### src/design/radio_ctrl_params.svh
// Settings bus map, reset values and readback indices; include in any RTL that decodes them
`ifndef RADIO_CTRL_PARAMS_SVH
`define RADIO_CTRL_PARAMS_SVH

////////////////////
// Settings bus bases

// Seven misc regs, offsets 0..6
// clock, serdes, adc, led_sw, phy_reset, bldr_done, led_src
`define SR_MISC            0
`define SR_TIME64          10          // High word here, low word at +1 loads

////////////////////
// Reset values

`define LED_SRC_AT_RESET   8'h1E       // LEDs 1 to 4 on hardware status
`define COMPAT_NUM         32'h0008_0002  // Major 8, minor 2

////////////////////
// Readback word indices

`define RB_VITA_HI         10
`define RB_VITA_LO         11
`define RB_COMPAT          12
`define RB_STATUS          13
`define RB_PPS_HI          14
`define RB_PPS_LO          15

`endif

### src/design/radio_ctrl_pkg.sv
// Shared bus and control types for the radio control plane; import where the types are used
package radio_ctrl_pkg;

   ////////////////////
   // Settings bus

   // One write per cycle while stb is high
   typedef struct packed {
      logic        stb;
      logic [7:0]  addr;
      logic [31:0] data;
   } set_bus_t;

   ////////////////////
   // Control line groups

   typedef struct packed {
      logic       clock_ready;   // Bit 4
      logic [1:0] clk_en;
      logic [1:0] clk_sel;       // Bits 1:0
   } clock_ctrl_t;

   typedef struct packed {
      logic enable;              // Bit 3
      logic prbsen;
      logic loopen;
      logic rx_en;               // Bit 0
   } serdes_ctrl_t;

   // Output enable and power per ADC channel
   typedef struct packed {
      logic oe_a;
      logic on_a;
      logic oe_b;
      logic on_b;
   } adc_ctrl_t;

   typedef logic [7:0]  led_vec_t;    // One bit per LED
   typedef logic [63:0] vita_time_t;  // Ticks of dsp_clk
   typedef logic [31:0] rb_word_t;
   typedef logic [3:0]  rb_index_t;

endpackage

### src/design/boot_ctrl_fsm.sv
// Bootloader reset sequencer; holds core reset after power-on and pulses it once on bldr_done
`timescale 1ns/1ps

module boot_ctrl_fsm (
   input  logic dsp_clk,
   input  logic por_rst,
   input  logic bldr_done_i,   // Written by the bootloader
   output logic core_rst_o,
   output logic boot_map_o     // High while boot memory is mapped low
);

   typedef enum logic {
      ST_WAIT = 1'b0,
      ST_DONE = 1'b1
   } boot_state_t;

   boot_state_t state_q;
   logic        core_rst_q;
   logic        boot_map_q;

   ////////////////////
   // State machine

   always_ff @(posedge dsp_clk) begin
      if (por_rst) begin
         state_q    <= ST_WAIT;
         core_rst_q <= 1'b1;
         boot_map_q <= 1'b1;
      end else begin
         case (state_q)
            ST_WAIT: begin
               core_rst_q <= 1'b0;          // Release after power-on
               if (bldr_done_i) begin
                  state_q    <= ST_DONE;
                  core_rst_q <= 1'b1;       // One-cycle restart pulse
                  boot_map_q <= 1'b0;       // Swap to main memory
               end
            end
            ST_DONE: begin
               // Parked here until the next power-on reset
               core_rst_q <= 1'b0;
            end
         endcase
      end
   end

   assign core_rst_o = core_rst_q;
   assign boot_map_o = boot_map_q;

endmodule

### src/design/vita_time_counter.sv
// Loadable 64-bit VITA time counter with PPS capture; written through the settings bus
`timescale 1ns/1ps
`include "radio_ctrl_params.svh"

module vita_time_counter
   import radio_ctrl_pkg::*;
(
   input  logic       dsp_clk,
   input  logic       rst_i,
   input  set_bus_t   set_bus_i,
   input  logic       pps_i,            // Asynchronous
   output vita_time_t vita_time_o,
   output vita_time_t vita_time_pps_o,
   output logic       good_sync_o
);

   localparam logic [7:0] ADDR_TIME_HI = 8'(`SR_TIME64);
   localparam logic [7:0] ADDR_TIME_LO = 8'(`SR_TIME64 + 1);

   logic [31:0] time_hi_q;
   logic        load_hi;
   logic        load_lo;
   logic [2:0]  pps_sync_q;
   logic        pps_rise;
   vita_time_t  time_q;
   vita_time_t  time_pps_q;
   logic        good_sync_q;

   assign load_hi = set_bus_i.stb && (set_bus_i.addr == ADDR_TIME_HI);
   assign load_lo = set_bus_i.stb && (set_bus_i.addr == ADDR_TIME_LO);

   // Upper half waits here for the low-word write
   always_ff @(posedge dsp_clk) begin
      if (load_hi) begin
         time_hi_q <= set_bus_i.data;
      end
   end

   ////////////////////
   // PPS synchronizer

   // Two sync stages, third stage for the edge
   always_ff @(posedge dsp_clk) begin
      if (rst_i) begin
         pps_sync_q <= '0;
      end else begin
         pps_sync_q <= {pps_sync_q[1:0], pps_i};
      end
   end

   assign pps_rise = pps_sync_q[1] & ~pps_sync_q[2];

   ////////////////////
   // Counter

   always_ff @(posedge dsp_clk) begin
      if (rst_i) begin
         time_q      <= '0;
         good_sync_q <= 1'b0;
      end else if (load_lo) begin
         time_q      <= {time_hi_q, set_bus_i.data};
         good_sync_q <= 1'b0;                  // New epoch, not yet locked to PPS
      end else begin
         time_q <= time_q + 64'd1;
         if (pps_rise) begin
            good_sync_q <= 1'b1;
         end
      end
   end

   always_ff @(posedge dsp_clk) begin
      if (pps_rise) begin
         time_pps_q <= time_q;                 // Time of last PPS edge
      end
   end

   assign vita_time_o     = time_q;
   assign vita_time_pps_o = time_pps_q;
   assign good_sync_o     = good_sync_q;

endmodule

### src/design/misc_settings_bank.sv
// Misc settings registers and LED source mux; decodes the SR_MISC block of the settings bus
`timescale 1ns/1ps
`include "radio_ctrl_params.svh"

module misc_settings_bank
   import radio_ctrl_pkg::*;
(
   input  logic         dsp_clk,
   input  logic         rst_i,
   input  set_bus_t     set_bus_i,
   input  logic         clk_status_i,
   input  logic         serdes_link_up_i,
   input  logic         good_sync_i,
   input  logic         run_rx_i,
   input  logic         run_tx_i,
   output clock_ctrl_t  clock_ctrl_o,
   output serdes_ctrl_t serdes_ctrl_o,
   output adc_ctrl_t    adc_ctrl_o,
   output logic         phy_reset_n_o,
   output logic         bldr_done_o,
   output led_vec_t     leds_o
);

   ////////////////////
   // Register map

   localparam logic [7:0] ADDR_CLOCK   = 8'(`SR_MISC + 0);
   localparam logic [7:0] ADDR_SERDES  = 8'(`SR_MISC + 1);
   localparam logic [7:0] ADDR_ADC     = 8'(`SR_MISC + 2);
   localparam logic [7:0] ADDR_LED_SW  = 8'(`SR_MISC + 3);
   localparam logic [7:0] ADDR_PHY     = 8'(`SR_MISC + 4);
   localparam logic [7:0] ADDR_BLDR    = 8'(`SR_MISC + 5);
   localparam logic [7:0] ADDR_LED_SRC = 8'(`SR_MISC + 6);

   clock_ctrl_t  clock_q;
   serdes_ctrl_t serdes_q;
   adc_ctrl_t    adc_q;
   led_vec_t     led_sw_q;
   led_vec_t     led_src_q;      // 1 = hardware, 0 = software
   logic         phy_reset_q;
   logic         bldr_done_q;
   led_vec_t     led_hw;

   always_ff @(posedge dsp_clk) begin
      if (rst_i) begin
         clock_q     <= '0;
         serdes_q    <= '0;
         adc_q       <= '0;
         led_sw_q    <= '0;
         led_src_q   <= `LED_SRC_AT_RESET;
         phy_reset_q <= 1'b0;
         bldr_done_q <= 1'b0;
      end else if (set_bus_i.stb) begin
         // Only the low bits of each word are kept
         case (set_bus_i.addr)
            ADDR_CLOCK:   clock_q     <= set_bus_i.data[$bits(clock_ctrl_t)-1:0];
            ADDR_SERDES:  serdes_q    <= set_bus_i.data[$bits(serdes_ctrl_t)-1:0];
            ADDR_ADC:     adc_q       <= set_bus_i.data[$bits(adc_ctrl_t)-1:0];
            ADDR_LED_SW:  led_sw_q    <= set_bus_i.data[7:0];
            ADDR_PHY:     phy_reset_q <= set_bus_i.data[0];
            ADDR_BLDR:    bldr_done_q <= set_bus_i.data[0];
            ADDR_LED_SRC: led_src_q   <= set_bus_i.data[7:0];
            default: begin
            end
         endcase
      end
   end

   ////////////////////
   // LED source mux

   // Top three LEDs and LED 0 have no hardware source
   assign led_hw = {3'b000, run_tx_i, run_rx_i, clk_status_i,
                    serdes_link_up_i & good_sync_i, 1'b0};

   assign leds_o = (led_src_q & led_hw) | (~led_src_q & led_sw_q);

   assign clock_ctrl_o  = clock_q;
   assign serdes_ctrl_o = serdes_q;
   assign adc_ctrl_o    = adc_q;
   assign phy_reset_n_o = ~phy_reset_q;   // PHY reset pin is active low
   assign bldr_done_o   = bldr_done_q;

endmodule

### src/design/status_readback_mux.sv
// Registered 16-word status readback; the word for rb_index_i appears one cycle later
`timescale 1ns/1ps
`include "radio_ctrl_params.svh"

module status_readback_mux
   import radio_ctrl_pkg::*;
(
   input  logic       dsp_clk,
   input  logic       rst_i,
   input  rb_index_t  rb_index_i,
   input  vita_time_t vita_time_i,
   input  vita_time_t vita_time_pps_i,
   input  logic       button_i,
   input  logic       clk_status_i,
   input  logic       serdes_link_up_i,
   output rb_word_t   rb_data_o
);

   rb_word_t status_word;
   rb_word_t rb_next;
   rb_word_t rb_q;

   // Button at 13, clock status at 11, link at 10
   assign status_word = {18'd0, button_i, 1'b0, clk_status_i, serdes_link_up_i, 10'd0};

   always_comb begin
      case (rb_index_i)
         4'(`RB_VITA_HI): rb_next = vita_time_i[63:32];
         4'(`RB_VITA_LO): rb_next = vita_time_i[31:0];
         4'(`RB_COMPAT):  rb_next = `COMPAT_NUM;
         4'(`RB_STATUS):  rb_next = status_word;
         4'(`RB_PPS_HI):  rb_next = vita_time_pps_i[63:32];
         4'(`RB_PPS_LO):  rb_next = vita_time_pps_i[31:0];
         default:         rb_next = '0;       // Words 0 to 9 unused here
      endcase
   end

   always_ff @(posedge dsp_clk) begin
      if (rst_i) begin
         rb_q <= '0;
      end else begin
         rb_q <= rb_next;
      end
   end

   assign rb_data_o = rb_q;

endmodule

### src/design/radio_ctrl_core.sv
// Radio control plane top level; connects boot sequencer, settings bank, time counter, readback
`timescale 1ns/1ps

module radio_ctrl_core
   import radio_ctrl_pkg::*;
(
   input  logic         dsp_clk,
   input  logic         por_rst,
   input  set_bus_t     set_bus_i,
   input  logic         pps_i,
   input  logic         button_i,
   input  logic         clk_status_i,
   input  logic         serdes_link_up_i,
   input  logic         run_rx_i,
   input  logic         run_tx_i,
   input  rb_index_t    rb_index_i,
   output rb_word_t     rb_data_o,
   output clock_ctrl_t  clock_ctrl_o,
   output serdes_ctrl_t serdes_ctrl_o,
   output adc_ctrl_t    adc_ctrl_o,
   output logic         phy_reset_n_o,
   output led_vec_t     leds_o,
   output logic         core_rst_o,     // Reset of everything but the boot FSM
   output logic         boot_map_o
);

   logic       bldr_done;
   logic       good_sync;
   vita_time_t vita_time;
   vita_time_t vita_time_pps;

   ////////////////////
   // Reset sequencing

   boot_ctrl_fsm boot_ctrl_fsm_inst (
      .dsp_clk     (dsp_clk),
      .por_rst     (por_rst),
      .bldr_done_i (bldr_done),
      .core_rst_o  (core_rst_o),
      .boot_map_o  (boot_map_o)
   );

   ////////////////////
   // Settings consumers

   misc_settings_bank misc_settings_bank_inst (
      .dsp_clk          (dsp_clk),
      .rst_i            (core_rst_o),
      .set_bus_i        (set_bus_i),
      .clk_status_i     (clk_status_i),
      .serdes_link_up_i (serdes_link_up_i),
      .good_sync_i      (good_sync),
      .run_rx_i         (run_rx_i),
      .run_tx_i         (run_tx_i),
      .clock_ctrl_o     (clock_ctrl_o),
      .serdes_ctrl_o    (serdes_ctrl_o),
      .adc_ctrl_o       (adc_ctrl_o),
      .phy_reset_n_o    (phy_reset_n_o),
      .bldr_done_o      (bldr_done),
      .leds_o           (leds_o)
   );

   vita_time_counter vita_time_counter_inst (
      .dsp_clk         (dsp_clk),
      .rst_i           (core_rst_o),
      .set_bus_i       (set_bus_i),
      .pps_i           (pps_i),
      .vita_time_o     (vita_time),
      .vita_time_pps_o (vita_time_pps),
      .good_sync_o     (good_sync)
   );

   ////////////////////
   // Readback

   status_readback_mux status_readback_mux_inst (
      .dsp_clk          (dsp_clk),
      .rst_i            (core_rst_o),
      .rb_index_i       (rb_index_i),
      .vita_time_i      (vita_time),
      .vita_time_pps_i  (vita_time_pps),
      .button_i         (button_i),
      .clk_status_i     (clk_status_i),
      .serdes_link_up_i (serdes_link_up_i),
      .rb_data_o        (rb_data_o)
   );

endmodule

### config.mk
export PLATFORM = sky130hd
export DESIGN_NAME = radio_ctrl_core
export DESIGN_NICKNAME = d
export VERILOG_FILES = /design/src/design/radio_ctrl_pkg.sv /design/src/design/boot_ctrl_fsm.sv /design/src/design/vita_time_counter.sv /design/src/design/misc_settings_bank.sv /design/src/design/status_readback_mux.sv /design/src/design/radio_ctrl_core.sv
export VERILOG_INCLUDE_DIRS = /design/src /design/src/design
export SDC_FILE = /design/constraint.sdc
export NUM_CORES = 1
export LEC_CHECK = 0
export BUFFER_PORTS_ARGS = -buffer_cell sky130_fd_sc_hd__buf_2
export CAP_MARGIN = 20
export CORE_UTILIZATION = 35
export CTS_BUF_LIST = sky130_fd_sc_hd__clkbuf_8
export DETAILED_ROUTE_END_ITERATION = 6
export MAX_ROUTING_LAYER = met4
export PLACE_DENSITY_LB_ADDON = 0.08
export SETUP_SLACK_MARGIN = 0.2
export SLEW_MARGIN = 0
export SYNTH_ARGS = -nofsm -noshare
export SYNTH_HDL_FRONTEND = slang
export SYNTH_SLANG_ARGS = --single-unit
### constraint.sdc
create_clock -name dsp_clk -period 4.9 [get_ports dsp_clk]
set_input_delay 0.98 -clock dsp_clk [delete_from_list [all_inputs] [get_ports dsp_clk]]
set_output_delay 0.98 -clock dsp_clk [all_outputs]
set_load 0.05 [all_outputs]
==> out/results.ini, run 1 <==
[timing]
layout_min_cycle_time_ns = 3.12
fin_skew_ns = 0.0271
slew_viol_final = 0
hold_violations = 0
rsz0062_at_grt = no
setup_viol = 0
fmax_mhz = 321
hold_ws_ns = 0.445
finalCritPeriodShare_pct = 63.6
fin_setup_tns_ns = 0
worstMarginPinSlew_ns = 1.01
slew-limit-headroom_pct = 32.5

[logic_synthesis]
synth-seq-cells = 230
yosys.area.top_type_share_pct = 30.0
yosys_warnings = 0
synth_edf_count = 96
avgSynthCellArea_um2 = 10.7
ys_seq_area_share_pct = 57.9
synthTopCellsByCount = 134 x dfxtp_1, 102 x nor2_1, 96 x edfxtp_1, 57 x a22oi_1, 56 x clkbuf_1
yosysMostFrequentCell = dfxtp_1
netlist_area_um2 = 9610
synth_top_cell_by_area = edfxtp_1
synth_cells = 901
ys_types = 57
synth_area_leaders = edfxtp_1 30%, dfxtp_1 28%, a22oi_1 4.5%
synth_ff_type = dfxtp_1
synthesis.nets = 955
async_reset_ff_share_pct = 0

[layout]
fin_nets = 1061
ff_latch_area_um2 = 5570
n_antenna_cell = 0
nFillCells = 2678
syn2layout_area_growth_pct = 17.5
multiInputGateArea_um2 = 3820
final_area_um2 = 11300
stdcell_count = 1381
drive_gt1_share_pct = 19.5

[cts]
clk_path_buf_depth = 3
root_buffer = clkbuf_8
h-tree-depth = 2
clk_latency_ns = 0.56
cts_tree = done
cts-hold-fix-buffers = 0
postCtsSetupBuffers = 0
clock_sinks = 230
cts_buffers = 43
clk_pin_slew_ns = 0.06
cts_resized = 0

[routing]
drtIter0Drc = 520
wl_per_cell_um = 20.6
num_vias = 7581
routed-wl-met2_um = 12800
wl_met1_um = 13900
final_antenna_net_count = 0
vias_per_cell = 5.49
finalWirelength_um = 28400
drc_errors = 0
wl_met3_um = 1250
dr.pass1.iters = 5
top_layer_used = met4

[floorplanning]
die-area_um2 = 28100
die_w_um = 168
coreArea_um2 = 27000
start_util_pct = 35.6
rows = 60
fp.dieH_um = 168
io_pins = 109

[setup_path]
crit_path_end_kind = flop
cp_max_fo = 11
rr_worst_depth = 6
critPathKind = flop to flop
cp.arrival_ns = 3.56
worstReg2RegEnd = vita_time_counter_inst.vita_time_o[52]
crit_path_start_kind = flop
r2r-start = vita_time_counter_inst.vita_time_o[0]
ff2ff_setup_slack_ns = 1.78
cp.required_ns = 5.35

[hold_path]
hp-start = boot_ctrl_fsm_inst.boot_map_o
min_path_cells = 1
hold_class = flop to flop
hold_end = boot_ctrl_fsm_inst.boot_map_o

[grt]
grt_max_degree = 82
grt_pass1_wl_um = 44900
grt_antenna_before_repair = 0
grt_pass1_vias = 7440
grt_usage_pct = 21.3
overflow = 0

[place]
port_buffers = 108
dpl.hpwl_um = 18400
dp_cells = 1301
dpl_cell_area_um2 = 10500
globalplace.congestion = 0.804

[pwr]
clkPwrFrac_pct = 44.7
internal_power_mw = 2.99
leakagePower_nw = 3.93
finalPower_mw = 3.93
p_comb_share_pct = 3.5
p_seq_share_pct = 51.7
ir_drop_mv = 0.181
p_switching_mw = 0.936
p_sw_share_pct = 23.8
power_density_nw_per_um2 = 348

[run]
cap_violations = 0

[status]
run_status = finished, final reports clean

## cells by family after synthesis
logic type / synth area share, %
AO/OA/AOI/OAI: 13.3
buffers and inverters: 2.80
adder cells (fa/ha/maj): 0.130
XOR/XNOR: 3.28
AND/OR/NAND/NOR: 19.3
flip-flops: 57.9
multiplexers: 3.16
## metal layers
metal  GRT usage, %  up-vias
li1               -     3657
met1           29.2     3705
met2           32.5      178
met3           3.55       41
met4           5.46        0
met5              -        -
## worst max-delay path, stage by stage, from the launching register on
cell and delay [ns]:
dfxtp_1 0.47, ha_1 0.25, and4_1 0.37, nand2_1 0.43, or4_1 0.92, o211a_1 0.31, nor4_1 0.23
## power groups by stage
stage                     Clock (mW)  Sequential [mW]  Combinational [mW]
after CTS                       1.81             2.03               0.142
after global placement             0             2.07               0.142
after detailed placement           0             2.07               0.142
after global routing            1.90             2.03               0.153
final                           1.76             2.03               0.139
after floorplan                    0             2.08              0.0654
## registers in the layout (all words and copies together) (netlist names)
| signal | cells |
|---|---|
| vita_time_counter_inst.time_hi_q | 32 |
| misc_settings_bank_inst.clock_ctrl_o | 5 |
| boot_ctrl_fsm_inst.core_rst_o | 1 |
| boot_ctrl_fsm_inst.state_q | 1 |
| misc_settings_bank_inst.led_src_q | 8 |
| misc_settings_bank_inst.led_sw_q | 8 |
| boot_ctrl_fsm_inst.boot_map_o | 1 |
| vita_time_counter_inst.vita_time_o | 64 |
| misc_settings_bank_inst.phy_reset_q | 1 |
| misc_settings_bank_inst.bldr_done_o | 1 |
| vita_time_counter_inst.pps_sync_q | 3 |
| misc_settings_bank_inst.serdes_ctrl_o | 4 |
| status_readback_mux_inst.rb_data_o | 32 |
| misc_settings_bank_inst.adc_ctrl_o | 4 |
| vita_time_counter_inst.vita_time_pps_o | 64 |
| vita_time_counter_inst.good_sync_o | 1 |
## per-stage QoR
| stage | worst slack (ns) | utilization [%] |
|---|---|---|
| floorplan | 0.517 | - |
| global placement | 1.42 | 38.9 |
| detailed placement | 1.41 | 38.9 |
| CTS | 1.81 | 41.9 |
| global route | 1.59 | 41.9 |
| finish | 1.78 | 41.9 |
## area by class of cell
class / count / area share [%]
sequential: 230 / 49.3
multi-input combinational: 602 / 33.8
tap: 341 / 3.78
inverter: 9 / 0.299
clock buffer: 47 / 5.73
clock inverter: 31 / 1.42
timing repair buffer: 121 / 5.61
## worst max path at each step
stage                                                      from                                     end  slack [ns]  cells past startpoint
after floorplan                                   set_bus_i[37]     vita_time_counter_inst.time_hi_q[0]        0.52                      3
after global placement                            set_bus_i[37]  vita_time_counter_inst.vita_time_o[62]        1.42                      7
after detailed placement                          set_bus_i[37]  vita_time_counter_inst.vita_time_o[62]        1.41                      7
after CTS                 vita_time_counter_inst.vita_time_o[0]  vita_time_counter_inst.vita_time_o[52]        1.81                      6
after global routing      vita_time_counter_inst.vita_time_o[0]  vita_time_counter_inst.vita_time_o[52]        1.59                      6
final                     vita_time_counter_inst.vita_time_o[0]  vita_time_counter_inst.vita_time_o[52]        1.78                      6
## layout by cell type (no fill, tap or decap), drive strengths merged, types with 26 or more instances in the layout
| cell | count |
|---|---|
| a22oi | 57 |
| a21oi | 39 |
| edfxtp | 96 |
| buf | 119 |
| clkbuf | 49 |
| nor4 | 36 |
| nand4 | 26 |
| dfxtp | 134 |
| nand3 | 34 |
| mux2i | 27 |
| nor2 | 103 |
| nand2 | 50 |
| a211oi | 40 |
Note: power is estimated with default switching activity, not from simulation.
==> run 2: changes to the inputs <==
==> constraint.sdc (replaced) <==
create_clock -name dsp_clk -period 2.5 [get_ports dsp_clk]
set_input_delay 0.5 -clock dsp_clk [delete_from_list [all_inputs] [get_ports dsp_clk]]
set_output_delay 0.5 -clock dsp_clk [all_outputs]
set_load 0.05 [all_outputs]
==> run 2 against run 1 <==
Compared with the run above:
- via count up 3.4%
- flip-flop and latch count unchanged
- wire length increased by 3.5%
- setup slack got worse by 1.5 ns
==> out/results.ini, run 2 (synthesis results as in run 1) <==
[floorplanning]
die_w_um = 168
io_pins = 109
rows = 60
fp.dieH_um = 168
die-area_um2 = 28100
coreArea_um2 = 27000
start_util_pct = 35.6

[pwr]
clkPwrFrac_pct = 43.0
p_sw_share_pct = 23.7
p_seq_share_pct = 53.2
ir_drop_mv = 0.365
internal_power_mw = 5.71
leakagePower_nw = 4.37
power_density_nw_per_um2 = 624
finalPower_mw = 7.49
p_switching_mw = 1.78
p_comb_share_pct = 3.8

[timing]
fin_skew_ns = 0.0234
hold_ws_ns = 0.139
layout_setup_ws_ns = 0.248
hold_violations = 0
setup_viol = 0
layout_min_cycle_time_ns = 2.25
rsz0062_at_grt = yes
slew_viol_final = 0
slew-limit-headroom_pct = 53.9
finalCritPeriodShare_pct = 90.1
fmax_mhz = 444
worstMarginPinSlew_ns = 0.691
fin_setup_tns_ns = 0

[grt]
grt_pass1_wl_um = 45400
grt_usage_pct = 21.7
grt_max_degree = 70
overflow = 0
grt_pass1_vias = 7663
grt_antenna_before_repair = 1

[status]
run_status = finished, final reports clean

[hold_path]
hp-start = por_rst
hold_end = boot_ctrl_fsm_inst.state_q
min_path_cells = 2
hold_class = primary input to flop

[cts]
root_buffer = clkbuf_8
clk_latency_ns = 0.55
h-tree-depth = 2
cts_tree = done
clk_path_buf_depth = 3
cts_buffers = 42
clk_pin_slew_ns = 0.06
cts-hold-fix-buffers = 0
clock_sinks = 230

[setup_path]
critPathKind = flop to flop
worstReg2RegEnd = vita_time_counter_inst.vita_time_o[41]
r2r-start = vita_time_counter_inst.vita_time_o[20]
crit_path_end_kind = flop
rr_worst_depth = 5
cp_max_fo = 7
crit_path_start_kind = flop
cp.arrival_ns = 2.71
ff2ff_setup_slack_ns = 0.25
cp.required_ns = 2.96

[place]
place_ws_ns = 0.0149
port_buffers = 108
dp_cells = 1376
dpl_cell_area_um2 = 11100
dpl.hpwl_um = 20000
globalplace.congestion = 0.795

[routing]
finalWirelength_um = 29400
num_vias = 7839
dr.pass1.iters = 6
final_antenna_net_count = 0
drtIter0Drc = 603
vias_per_cell = 5.40
drc_errors = 0
wl_per_cell_um = 20.2

[layout]
drive_gt1_share_pct = 26.8
fin_nets = 1136
stdcell_count = 1453
layout_common_cells = 121 x dfxtp_1, 108 x buf_2, 98 x nor2_1
final_area_um2 = 12000
syn2layout_area_growth_pct = 25.0
mostFrequentLayoutCell = dfxtp_1
utilization_pct = 44.5

[run]
cap_violations = 0

-- run 2: changes by cell type in the layout (fill, tap and decap cells not counted), sizes merged --
cell,previous run,this run
clkbuf,49,46
inv,25,26
clkinv,13,9
diode,0,1
bufinv,1,0
buf,119,197
-- run 2: cell type report --
cell class / count / area [um2]
fillers: 2620 / 14900
clock inverters: 27 / 109
inverters: 9 / 33.8
multi-input cells: 602 / 3910
well taps: 341 / 427
flip-flops and latches: 230 / 5600
diodes: 1 / 2.50
clock buffers: 46 / 633
repair buffers: 197 / 1290
-- run 2: worst max-delay path by stage --
stage | slack (ns) | to | cells past startpoint | from
floorplan | 0.13 | vita_time_counter_inst.time_hi_q[0] | 3 | set_bus_i[37]
global placement | 0.05 | misc_settings_bank_inst.led_src_q[5] | 6 | set_bus_i[37]
detailed placement | 0.01 | misc_settings_bank_inst.led_src_q[6] | 6 | set_bus_i[37]
CTS | 0.20 | vita_time_counter_inst.vita_time_o[52] | 6 | vita_time_counter_inst.vita_time_o[0]
global route | 0.20 | vita_time_counter_inst.vita_time_o[52] | 6 | vita_time_counter_inst.vita_time_o[9]
finish | 0.25 | vita_time_counter_inst.vita_time_o[41] | 5 | vita_time_counter_inst.vita_time_o[20]
-- run 2: power by group through the flow --
| stage | logic [mW] | clock network, mW | registers [mW] |
|---|---|---|---|
| final | 0.283 | 3.22 | 3.98 |
| after detailed placement | 0.287 | 0 | 4.07 |
| after floorplan | 0.132 | 0 | 4.07 |
| after CTS | 0.289 | 3.33 | 3.98 |
| after global placement | 0.287 | 0 | 4.07 |
| after global routing | 0.309 | 3.49 | 3.99 |
-- run 2: critical path, stage by stage (launching register included) --
cell and delay, ns:
dfxtp_4 0.38, inv_1 0.08, or4_1 0.53, or4_4 0.50, or4_1 0.42, a311oi_1 0.27
-- run 2: what timing repair did --
action / in CTS / in global routing
hold endpoints to repair: 0 / 0
gates resized for setup: 9 / 17
setup endpoints to repair: 5 / 18
setup buffers: 3 / 0
pin swaps: 1 / 1
-- run 2: routing by layer --
| metal | GRT usage (%) | part of all wire, % | up-vias |
|---|---|---|---|
| met5 | - | 0 | - |
| met4 | 5.90 | 1.8 | 0 |
| met3 | 3.83 | 5.3 | 49 |
| met2 | 33.9 | 47 | 224 |
| met1 | 28.8 | 46 | 3769 |
| li1 | - | - | 3797 |
==> run 3: changes to the inputs <==
--- a/config.mk
+++ b/config.mk
@@ -13,6 +13,7 @@
 export DETAILED_ROUTE_END_ITERATION = 6
 export MAX_ROUTING_LAYER = met4
 export PLACE_DENSITY_LB_ADDON = 0.08
+export REMOVE_ABC_BUFFERS = 1
 export SETUP_SLACK_MARGIN = 0.2
 export SLEW_MARGIN = 0
 export SYNTH_ARGS = -nofsm -noshare
==> run 3 against run 2 <==
Compared with the run above:
- cell count down 0.21%
- flip-flop and latch count stayed put
- core utilization rose by 0.15 points
- die area is the same
- non-clock buffer count fell by 5
- largest power group unchanged
==> out/results.ini, run 3 (synthesis results as in run 1) <==
[setup_path]
crit_path_end_kind = flop
crit_chain = nand3_2 > or4_1 > or4_4 > or4_1 > a311oi_1
r2r-start = vita_time_counter_inst.vita_time_o[9]
max_stage_delay_ns = 0.54
crit_path_start_kind = flop
crit_path_frequent_cell = or4_1
cp_slowest_cell = or4_1
cp_top_family = simple AND/OR/NAND/NOR gates
cp-endpoint = vita_time_counter_inst.vita_time_o[41]
cp.arrival_ns = 2.72
rr_worst_depth = 5
startpoint = vita_time_counter_inst.vita_time_o[9]
cp_max_fo = 10
worstReg2RegEnd = vita_time_counter_inst.vita_time_o[41]
worstPathBufferInverterCount = 0
path_depth = 5
critPathKind = flop to flop
ff2ff_setup_slack_ns = 0.23
cp.required_ns = 2.95

[place]
place_ws_ns = 0.0181
globalplace.congestion = 0.849
port_buffers = 108
dp_cells = 1370
dpl.hpwl_um = 19400

[routing]
drtIter0Drc = 590
wl_per_cell_um = 20.0
wl_met1_um = 13900
vias_per_cell = 5.42
finalWirelength_um = 29000
drc_errors = 0
dr.pass1.iters = 5
top_layer_used = met4
num_vias = 7858
wl_met3_um = 1570
final_antenna_net_count = 0
routed-wl-met2_um = 12900

[cts]
cts_tree = done
clock_sinks = 230
h-tree-depth = 2
root_buffer = clkbuf_8
clk_pin_slew_ns = 0.06
clk_path_buf_depth = 3
clk_latency_ns = 0.54
cts_buffers = 41

[layout]
stdcell_count = 1450
drive_gt1_share_pct = 26.4
fin_nets = 1130
n_antenna_cell = 0
mostFrequentLayoutCell = dfxtp_1
utilization_pct = 44.7
nFillCells = 2595
layout_common_cells = 128 x dfxtp_1, 108 x buf_2, 98 x nor2_1
syn2layout_area_growth_pct = 25.4

[hold_path]
hp-start = por_rst
min_path_cells = 2
hold_class = primary input to flop

[floorplanning]
die-area_um2 = 28100
coreArea_um2 = 27000
io_pins = 109
fp.dieH_um = 168
start_util_pct = 35.6
rows = 60
die_w_um = 168

[timing]
finalCritPeriodShare_pct = 90.7
fin_skew_ns = 0.0163
slew_viol_final = 0
slew-limit-headroom_pct = 54.4
fin_setup_tns_ns = 0
rsz0062_at_grt = yes
layout_setup_ws_ns = 0.233
hold_violations = 0
setup_viol = 0
fmax_mhz = 441
layout_min_cycle_time_ns = 2.27
worstMarginPinSlew_ns = 0.677

[pwr]
internal_power_mw = 6.11
p_seq_share_pct = 50.1
p_switching_mw = 1.83
leakagePower_nw = 4.35
p_sw_share_pct = 23.0
p_comb_share_pct = 3.7
clkPwrFrac_pct = 46.2
power_density_nw_per_um2 = 659
ir_drop_mv = 0.339

[grt]
grt_max_degree = 66
grt_pass1_wl_um = 44800
overflow = 0
grt_usage_pct = 21.3
grt_antenna_before_repair = 0
grt_pass1_vias = 7646

[run]
cap_violations = 0

[status]
run_status = finished, final reports clean

-- run 3: stage by stage --
step                      power, mW  hold WS, ns  area, um2
final                          7.94        0.141      12000
after global routing           8.26        0.122      12000
after CTS                      8.05        0.111      12000
after detailed placement       4.36        0.429      11100
after global placement         4.36        0.420      11100
after floorplan                4.19        0.414       9370
-- run 3: layer usage --
| metal | up-vias | GRT usage (%) |
|---|---|---|
| met3 | 52 | 3.40 |
| met4 | 0 | 7.02 |
| met2 | 236 | 31.9 |
| met1 | 3794 | 29.1 |
| li1 | 3776 | - |
| met5 | - | - |
-- run 3: final cells by class --
type	instances	area (um2)	share of cell area [%]
clock buffer	48	661	5.49
clock inverter	28	200	1.66
inverter	9	33.8	0.280
multi-input combinational	602	3860	32.1
sequential	230	5580	46.3
tap	341	427	3.54
timing repair buffer	192	1280	10.7
-- run 3: how the worst min path moves through the flow --
stage / end
6_report: boot_ctrl_fsm_inst.state_q
5_1_grt: boot_ctrl_fsm_inst.state_q
4_1_cts: boot_ctrl_fsm_inst.state_q
3_5_place_dp: vita_time_counter_inst.pps_sync_q[1]
3_3_place_gp: vita_time_counter_inst.pps_sync_q[1]
2_1_floorplan: vita_time_counter_inst.pps_sync_q[1]
-- run 3: power groups by stage --
stage / Clock, mW / Combinational [mW] / Sequential, mW
3_3_place_gp: 0 / 0.297 / 4.06
5_1_grt: 3.96 / 0.319 / 3.98
6_report: 3.67 / 0.294 / 3.98
4_1_cts: 3.78 / 0.298 / 3.98
2_1_floorplan: 0 / 0.103 / 4.08
3_5_place_dp: 0 / 0.297 / 4.06
-- run 3: what timing repair did --
item                       in CTS  in global routing
pin swaps                       1                  2
setup endpoints to repair      14                 26
hold buffers                    0                  0
setup buffers                   0                  4
gates resized for setup         5                 11
cloned                          0                  0
-- run 3: worst reg2reg max path, stage by stage, from the launching register on --
cell      delay, ns
dfxtp_1        0.34
nand3_2        0.12
or4_1          0.54
or4_4          0.50
or4_1          0.43
a311oi_1       0.25
